**src/rtl/dispatchPkg.sv**
```systemverilog
`default_nettype none

package dispatchPkg;

  localparam int DISPATCH_WIDTH    = 4;
  localparam int CHECKPOINTS       = 4;
  localparam int CHECKPOINTS_LOG   = 2;
  localparam int SIZE_PHYSICAL_LOG = 6;
  localparam int SIZE_RMT_LOG      = 5;
  localparam int SIZE_PC           = 32;

  localparam int SIZE_LSQ        = 16; // Each of load and store queue
  localparam int SIZE_ISSUEQ     = 32;
  localparam int SIZE_ACTIVELIST = 64;

  // Occupancy counts must also hold the full value
  localparam int LSQ_CNT_W    = $clog2(SIZE_LSQ) + 1;
  localparam int ISSUEQ_CNT_W = $clog2(SIZE_ISSUEQ) + 1;
  localparam int AL_CNT_W     = $clog2(SIZE_ACTIVELIST) + 1;
  localparam int GRP_CNT_W    = $clog2(DISPATCH_WIDTH) + 1; // Loads or stores in one group

  typedef enum logic [1:0] {
    INST_ALU,
    INST_LOAD,
    INST_STORE,
    INST_BRANCH
  } instType_e;

  typedef logic [CHECKPOINTS-1:0] branchMask_t; // Set bit means dependent on that branch

  typedef struct packed {
    logic [SIZE_PC-1:0]           pc;
    instType_e                    instType;
    logic [CHECKPOINTS_LOG-1:0]   checkpointId;
    branchMask_t                  branchMask;
    logic [SIZE_RMT_LOG-1:0]      logDest;
    logic [SIZE_PHYSICAL_LOG-1:0] physDest;
    logic [SIZE_PHYSICAL_LOG-1:0] oldPhysDest;
    logic [SIZE_PHYSICAL_LOG-1:0] physSrc1;
    logic [SIZE_PHYSICAL_LOG-1:0] physSrc2;
  } renamedPkt_t;

  typedef struct packed {
    logic [SIZE_PC-1:0]           pc;
    instType_e                    instType;
    logic [CHECKPOINTS_LOG-1:0]   checkpointId;
    branchMask_t                  branchMask;
    logic [SIZE_PHYSICAL_LOG-1:0] physDest;
    logic [SIZE_PHYSICAL_LOG-1:0] physSrc1;
    logic [SIZE_PHYSICAL_LOG-1:0] physSrc2;
    logic                         isLoad;
    logic                         isStore;
  } issuePkt_t;

  typedef struct packed {
    logic                         isLoad;
    logic                         isStore;
    logic [SIZE_PC-1:0]           pc;
    logic [SIZE_RMT_LOG-1:0]      logDest;
    logic [SIZE_PHYSICAL_LOG-1:0] physDest;
    logic [SIZE_PHYSICAL_LOG-1:0] oldPhysDest; // Freed when this instruction retires
  } alPkt_t;

  typedef struct packed {
    branchMask_t branchMask;
    logic        isStore;
    logic        isLoad;
  } lsqPkt_t;

  // Lane 0 sits in the lowest element of each array
  typedef struct packed {
    issuePkt_t [DISPATCH_WIDTH-1:0] issue;
    alPkt_t    [DISPATCH_WIDTH-1:0] al;
    lsqPkt_t   [DISPATCH_WIDTH-1:0] lsq;
  } dispatchBundle_t;

endpackage

`default_nettype wire

```
**src/rtl/dispatchLane.sv**
```systemverilog
`timescale 1ns/1ps
`default_nettype none

module dispatchLane (
  input  wire dispatchPkg::renamedPkt_t             renamedPkt_i,
  input  wire                                       ctrlVerified_i,
  input  wire [dispatchPkg::CHECKPOINTS_LOG-1:0]    ctrlVerifiedId_i,
  output dispatchPkg::issuePkt_t                    issuePkt_o,
  output dispatchPkg::alPkt_t                       alPkt_o,
  output dispatchPkg::lsqPkt_t                      lsqPkt_o,
  output dispatchPkg::branchMask_t                  branchMask_o
);

  dispatchPkg::branchMask_t clearMask;
  dispatchPkg::branchMask_t newMask;
  logic                     isLoad;
  logic                     isStore;

  // Branch resolved correctly, so nothing depends on its checkpoint any more
  always_comb begin
    clearMask = '0;
    if (ctrlVerified_i) begin
      clearMask[ctrlVerifiedId_i] = 1'b1;
    end
  end

  assign newMask      = renamedPkt_i.branchMask & ~clearMask;
  assign branchMask_o = newMask; // Also fed back to the rename latch

  assign isLoad  = (renamedPkt_i.instType == dispatchPkg::INST_LOAD);
  assign isStore = (renamedPkt_i.instType == dispatchPkg::INST_STORE);

  always_comb begin
    issuePkt_o.pc           = renamedPkt_i.pc;
    issuePkt_o.instType     = renamedPkt_i.instType;
    issuePkt_o.checkpointId = renamedPkt_i.checkpointId;
    issuePkt_o.branchMask   = newMask;
    issuePkt_o.physDest     = renamedPkt_i.physDest;
    issuePkt_o.physSrc1     = renamedPkt_i.physSrc1;
    issuePkt_o.physSrc2     = renamedPkt_i.physSrc2;
    issuePkt_o.isLoad       = isLoad;
    issuePkt_o.isStore      = isStore;
  end

  // Active list keeps what retirement and recovery need
  always_comb begin
    alPkt_o.isLoad      = isLoad;
    alPkt_o.isStore     = isStore;
    alPkt_o.pc          = renamedPkt_i.pc;
    alPkt_o.logDest     = renamedPkt_i.logDest;
    alPkt_o.physDest    = renamedPkt_i.physDest;
    alPkt_o.oldPhysDest = renamedPkt_i.oldPhysDest;
  end

  always_comb begin
    lsqPkt_o.branchMask = newMask; // Used to squash entries on a mispredict
    lsqPkt_o.isStore    = isStore;
    lsqPkt_o.isLoad     = isLoad;
  end

endmodule

`default_nettype wire

```
**src/rtl/dispatchLatch.sv**
```systemverilog
`timescale 1ns/1ps
`default_nettype none

module dispatchLatch (
  input  wire                               clk,
  input  wire                               reset_i,
  input  wire                               stall_i,
  input  wire                               dispatchFire_i,
  input  wire dispatchPkg::dispatchBundle_t bundle_i,
  output dispatchPkg::dispatchBundle_t      bundle_o,
  output logic                              dispatchValid_o
);

  // Valid is the only control state here
  always_ff @(posedge clk) begin
    if (reset_i) begin
      dispatchValid_o <= 1'b0;
    end else if (!stall_i) begin
      dispatchValid_o <= dispatchFire_i; // Drops on recovery or lack of space
    end
  end

  // Payload is don't-care while valid is low
  always_ff @(posedge clk) begin
    if (!stall_i) begin
      bundle_o <= bundle_i;
    end
  end

endmodule

`default_nettype wire

```
**src/rtl/dispatchTop.sv**
```systemverilog
`timescale 1ns/1ps
`default_nettype none

module dispatchTop (
  input  wire                                    clk,
  input  wire                                    reset_i,
  input  wire                                    stall_i,
  input  wire                                    renameReady_i,
  input  wire                                    flagRecoverEX_i,
  input  wire                                    ctrlVerified_i,
  input  wire [dispatchPkg::CHECKPOINTS_LOG-1:0] ctrlVerifiedId_i,
  input  wire dispatchPkg::renamedPkt_t [dispatchPkg::DISPATCH_WIDTH-1:0] renamedPacket_i,
  input  wire [dispatchPkg::LSQ_CNT_W-1:0]       loadQueueCnt_i,
  input  wire [dispatchPkg::LSQ_CNT_W-1:0]       storeQueueCnt_i,
  input  wire [dispatchPkg::ISSUEQ_CNT_W-1:0]    issueQueueCnt_i,
  input  wire [dispatchPkg::AL_CNT_W-1:0]        activeListCnt_i,
  output dispatchPkg::dispatchBundle_t           bundle_o,
  output logic                                   dispatchValid_o,
  output dispatchPkg::branchMask_t [dispatchPkg::DISPATCH_WIDTH-1:0] updatedBranchMask_o,
  output logic                                   backEndReady_o,
  output logic                                   stallFrontEnd_o
);

  dispatchPkg::issuePkt_t [dispatchPkg::DISPATCH_WIDTH-1:0] issuePkt;
  dispatchPkg::alPkt_t    [dispatchPkg::DISPATCH_WIDTH-1:0] alPkt;
  dispatchPkg::lsqPkt_t   [dispatchPkg::DISPATCH_WIDTH-1:0] lsqPkt;
  dispatchPkg::dispatchBundle_t                             bundleNext;
  logic [dispatchPkg::DISPATCH_WIDTH-1:0]                   laneLoad;
  logic [dispatchPkg::DISPATCH_WIDTH-1:0]                   laneStore;

  for (genvar g = 0; g < dispatchPkg::DISPATCH_WIDTH; g++) begin : genLane
    dispatchLane lane (
      .renamedPkt_i     (renamedPacket_i[g]),
      .ctrlVerified_i   (ctrlVerified_i),
      .ctrlVerifiedId_i (ctrlVerifiedId_i),
      .issuePkt_o       (issuePkt[g]),
      .alPkt_o          (alPkt[g]),
      .lsqPkt_o         (lsqPkt[g]),
      .branchMask_o     (updatedBranchMask_o[g])
    );

    assign laneLoad[g]  = issuePkt[g].isLoad;
    assign laneStore[g] = issuePkt[g].isStore;
  end

  assign bundleNext.issue = issuePkt;
  assign bundleNext.al    = alPkt;
  assign bundleNext.lsq   = lsqPkt;

  spaceCheck space0 (
    .isLoad_i        (laneLoad),
    .isStore_i       (laneStore),
    .loadQueueCnt_i  (loadQueueCnt_i),
    .storeQueueCnt_i (storeQueueCnt_i),
    .issueQueueCnt_i (issueQueueCnt_i),
    .activeListCnt_i (activeListCnt_i),
    .renameReady_i   (renameReady_i),
    .flagRecoverEX_i (flagRecoverEX_i),
    .backEndReady_o  (backEndReady_o),
    .stallFrontEnd_o (stallFrontEnd_o)
  );

  // Pipeline register into issue queue, active list and LSQ
  dispatchLatch latch0 (
    .clk             (clk),
    .reset_i         (reset_i),
    .stall_i         (stall_i),
    .dispatchFire_i  (backEndReady_o),
    .bundle_i        (bundleNext),
    .bundle_o        (bundle_o),
    .dispatchValid_o (dispatchValid_o)
  );

endmodule

`default_nettype wire

```
**src/rtl/spaceCheck.sv**
```systemverilog
`timescale 1ns/1ps
`default_nettype none

module spaceCheck (
  input  wire [dispatchPkg::DISPATCH_WIDTH-1:0] isLoad_i,
  input  wire [dispatchPkg::DISPATCH_WIDTH-1:0] isStore_i,
  input  wire [dispatchPkg::LSQ_CNT_W-1:0]      loadQueueCnt_i,
  input  wire [dispatchPkg::LSQ_CNT_W-1:0]      storeQueueCnt_i,
  input  wire [dispatchPkg::ISSUEQ_CNT_W-1:0]   issueQueueCnt_i,
  input  wire [dispatchPkg::AL_CNT_W-1:0]       activeListCnt_i,
  input  wire                                   renameReady_i,
  input  wire                                   flagRecoverEX_i,
  output logic                                  backEndReady_o,
  output logic                                  stallFrontEnd_o
);

  logic [dispatchPkg::GRP_CNT_W-1:0]  loadCnt;
  logic [dispatchPkg::GRP_CNT_W-1:0]  storeCnt;
  logic [dispatchPkg::LSQ_CNT_W:0]    loadSum; // One extra bit so the sum cannot wrap
  logic [dispatchPkg::LSQ_CNT_W:0]    storeSum;
  logic [dispatchPkg::ISSUEQ_CNT_W:0] issueSum;
  logic [dispatchPkg::AL_CNT_W:0]     alSum;
  logic                               noSpace;

  always_comb begin
    loadCnt  = '0;
    storeCnt = '0;
    for (int i = 0; i < dispatchPkg::DISPATCH_WIDTH; i++) begin
      loadCnt  = loadCnt + (dispatchPkg::GRP_CNT_W)'(isLoad_i[i]);
      storeCnt = storeCnt + (dispatchPkg::GRP_CNT_W)'(isStore_i[i]);
    end
  end

  assign loadSum  = {1'b0, loadQueueCnt_i} + (dispatchPkg::LSQ_CNT_W + 1)'(loadCnt);
  assign storeSum = {1'b0, storeQueueCnt_i} + (dispatchPkg::LSQ_CNT_W + 1)'(storeCnt);

  // Issue queue and active list take a whole group regardless of type
  assign issueSum = {1'b0, issueQueueCnt_i}
                  + (dispatchPkg::ISSUEQ_CNT_W + 1)'(dispatchPkg::DISPATCH_WIDTH);
  assign alSum    = {1'b0, activeListCnt_i}
                  + (dispatchPkg::AL_CNT_W + 1)'(dispatchPkg::DISPATCH_WIDTH);

  assign noSpace = (loadSum  > (dispatchPkg::LSQ_CNT_W + 1)'(dispatchPkg::SIZE_LSQ))
                 | (storeSum > (dispatchPkg::LSQ_CNT_W + 1)'(dispatchPkg::SIZE_LSQ))
                 | (issueSum > (dispatchPkg::ISSUEQ_CNT_W + 1)'(dispatchPkg::SIZE_ISSUEQ))
                 | (alSum    > (dispatchPkg::AL_CNT_W + 1)'(dispatchPkg::SIZE_ACTIVELIST));

  assign stallFrontEnd_o = noSpace; // Hold decode and rename
  assign backEndReady_o  = ~noSpace & renameReady_i & ~flagRecoverEX_i;

endmodule

`default_nettype wire

```
**config.mk**
```make
export PLATFORM = sky130hd
export DESIGN_NAME = dispatchTop
export DESIGN_NICKNAME = d
export VERILOG_FILES = /design/src/rtl/dispatchPkg.sv /design/src/rtl/dispatchLane.sv /design/src/rtl/dispatchLatch.sv /design/src/rtl/dispatchTop.sv /design/src/rtl/spaceCheck.sv
export SDC_FILE = /design/constraint.sdc
export NUM_CORES = 1
export LEC_CHECK = 0
export BUFFER_PORTS_ARGS = -buffer_cell sky130_fd_sc_hd__buf_2
export CAP_MARGIN = 20
export CORE_AREA = 2 2 305 307
export DETAILED_ROUTE_END_ITERATION = 10
export DIE_AREA = 0 0 307 309
export HOLD_SLACK_MARGIN = 0.15
export SLEW_MARGIN = 20
export SYNTH_ARGS = -nofsm -noshare
export SYNTH_HDL_FRONTEND = slang
export SYNTH_SLANG_ARGS = --single-unit
```
**constraint.sdc**
```tcl
create_clock -name clk -period 16.23 [get_ports clk]
set_clock_uncertainty 0.15 [all_clocks]
set_input_delay 1.623 -clock clk [delete_from_list [all_inputs] [get_ports clk]]
set_output_delay 1.623 -clock clk [all_outputs]
set_load 0.01 [all_outputs]
```
==> key figures <==
Run status
  • Status: complete, no violations

Place
  • Hpwl dp: 40.1 mm
  • Gpl congestion: between 0.8 and 0.9
  • Placed Instances: between 2000 and 2500
  • Port buffer count: between 700 and 800

Final layout
  • Fillers: 10100
  • Nets: 1535
  • Layout cells sized above 1: 0.685
  • Layout area overhead: 49.2%
  • Final cell count without fillers: about 2400

Critical path
  • Most Frequent Cell on Critical Path: inv_1
  • Slowest CP cell: fa_1
  • WP buf/inv: 5
  • Worst Setup End Kind: output port
  • Slowest Stage Delay on Critical Path: about 490 ps
  • CP required: ~14000 ps
  • Critical Path AT: 4380 ps
  • Startpoint class of the critical path: primary input
  • Max Fanout on Critical Path: 3
  • CP top delay family: adder cells
  • Crit Path Class: primary input to output port
  • Critical path, cell by cell: buf_2 > nor2b_1 > ha_1 > inv_1 > fa_1 > inv_1 > ha_1 > inv_1 > fa_1 > nor3b_1 > nand2_1 > mux2i_1 > nand2b_1 > o211ai_4 > nor2_2 > buf_2

Job
  • Number of max-cap violations: 0

Clock tree
  • Clock latency on the worst-skew pair: between 500 and 600 ps
  • Htree depth: 2
  • Cts repair resizes: 0
  • Clock Path Buffers: 3
  • Clock Tree Root: clkbuf_16
  • Post-CTS setup buffer count: 0
  • Worst-path clk slew: 60 ps
  • CTS tree: built
  • Sink Count: ~290
  • Post-CTS Hold Fix Bufs: 0
  • Cts bufs inserted: 36

Floorplan
  • # rows: between 100 and 150
  • Die area: about 0.095 mm²
  • Die X: just over 300 µm
  • Core Footprint: 0.0914 mm²
  • Initial core utilization: 0.116
  • Die Span Y: ~310 µm
  • I/O pins: 794

STA
  • Final period util: 0.379
  • Final setup TNS: 0 ps
  • Final setup vio count: 0
  • RSZ-0062 raised after global routing: false
  • Max-Slew Margin vs Limit: 0.427
  • Worst slew pin tran: between 800 and 900 ps
  • Final Max Tran Viols: 0
  • F_max: ~160 MHz
  • Crit path time final: 6160 ps
  • Final hold vios: 0

Synth
  • Share of the synthesized area in the top cell type: 0.802
  • Largest area contributor in the netlist: edfxtp_1
  • Netlist cell types: 30
  • FF+latch count, synth: about 290
  • Count leader, synth: edfxtp_1
  • Sequential element share of the synthesized area: 0.804
  • Most used DFF post-synth: edfxtp_1
  • Post-synthesis cell area: 0.0106 mm²
  • Post-synth EDFFs: around 280
  • Largest cells by area after synthesis: edfxtp_1, buf_4, ha_1
  • Cells after synthesis: between 500 and 600
  • Post-synthesis average cell area: about 19 µm²
  • Async set or reset register ratio after synthesis: 0
  • Post-synth top cells: edfxtp_1, buf_4, inv_1, and2_1
  • Syn_nets: approximately 890
  • Yosys warnings: 0

Route
  • First-pass detailed-route iteration total: 4
  • Vias per cell: roughly 3
  • DR iter-0 viols: about 420
  • Total wire length: approximately 47 mm
  • Vias: between 7000 and 8000
  • Wire per inst: between 15 and 20 µm
  • DRC: 0
  • ANT nets after route: 0

Global routing
  • Gr ovfl total: 0
  • All-layer global routing usage: 0.0919
  • Vias in the first global route: between 7000 and 8000
  • Initial antenna violation count: 50
  • Largest net degree at the start of global routing: around 120
  • First-pass GRT wire length: 57.8 mm

Power
  • Power density cells: ~120 mW/mm²
  • Peak VDD IR: 66.9 µV
  • Pleak: ~6.8 nW

Worst hold path
  • HP Class: flop to flop
## where the power goes
group          switching, W  internal (W)  leakage (nW)
Sequential        0.0000277      0.000877          2.79
Clock              0.000327      0.000433         0.528
Combinational      0.000137     0.0000964          3.48
Total              0.000491       0.00141          6.79
## worst reg2reg max path, cell delays in order (launching register included)
cell and delay, ps:
dfxtp_1 320, nand2_1 70, o22ai_2 130
## worst paths after layout
check,startpoint,endpoint,slack (ps),cells past startpoint
worst max-delay path,renamedPacket_i[35],backEndReady_o,10070,16
worst min-delay path,latch0.dispatchValid_o,latch0.dispatchValid_o,360,2
worst max register to register,latch0.dispatchValid_o,latch0.dispatchValid_o,15480,2
worst min register to register,latch0.dispatchValid_o,latch0.dispatchValid_o,360,2
## through the flow
step / worst slack [ps] / total power [W] / hold WS [ps] / cell area, µm² / utilization
floorplan: 8360 / 0.00105 / 363 / 10600 / -
global placement: 10100 / 0.00115 / 329 / 14700 / 0.161
detailed placement: 10020 / 0.00116 / 350 / 14700 / 0.161
CTS: 10040 / 0.00194 / 358 / 15800 / 0.173
global route: 9820 / 0.00198 / 376 / 15800 / 0.173
finish: 10070 / 0.00190 / 357 / 15900 / 0.174
## sequential cells by signal, summed over array words and instances (netlist names)
signal                  flops
latch0.bundle_o           284
latch0.dispatchValid_o      1
## layout make-up
cell class	count	area, µm²	area share
Timing Repair Buffer	795	4000	0.252
Clock inverter	18	156	0.00986
Multi-Input combinational cell	79	637	0.0402
Tap cell	1186	1480	0.0936
Clock buffer	45	945	0.0596
Inverter	17	71.3	0.00450
Sequential cell	285	8550	0.539
Antenna cell	8	20.0	0.00126
## placed cells by master, fill, tap and decap left out, types with 2 or more instances in the layout
cell type / netlist / layout
buf_2: 0 / 793
edfxtp_1: 284 / 284
clkbuf_16: 0 / 36
inv_1: 17 / 16
and2_1: 12 / 12
nor2b_1: 10 / 10
ha_1: 10 / 10
diode_2: 0 / 8
clkbuf_1: 0 / 8
nand3_1: 7 / 7
clkinv_1: 0 / 7
nand2b_1: 6 / 6
nand2_1: 4 / 4
fa_1: 4 / 4
o21ai_0: 3 / 3
inv_6: 0 / 3
nand3b_1: 2 / 2
nor3b_1: 2 / 2
xnor2_1: 2 / 2
a21oi_1: 2 / 2
xor2_1: 2 / 2
clkinvlp_4: 0 / 2
clkinv_4: 0 / 2
## cells by family after synthesis
logic type      Yosys count  share of synthesized area
mux                       1                   0.000942
simple gates             51                     0.0292
xor+xnor                  4                    0.00330
compound gates            9                    0.00718
flops                   285                      0.804
buf+inv                 201                      0.136
fa+ha+maj                14                     0.0193
## metal layers
layer,vias to the layer above,wire (µm),track usage
met5,-,241,0
met4,40,2100,0.0388
met3,141,8060,0.0723
met2,536,20800,0.140
met1,3366,15900,0.0928
li1,3175,-,-
(Power assumes the default switching activity.)
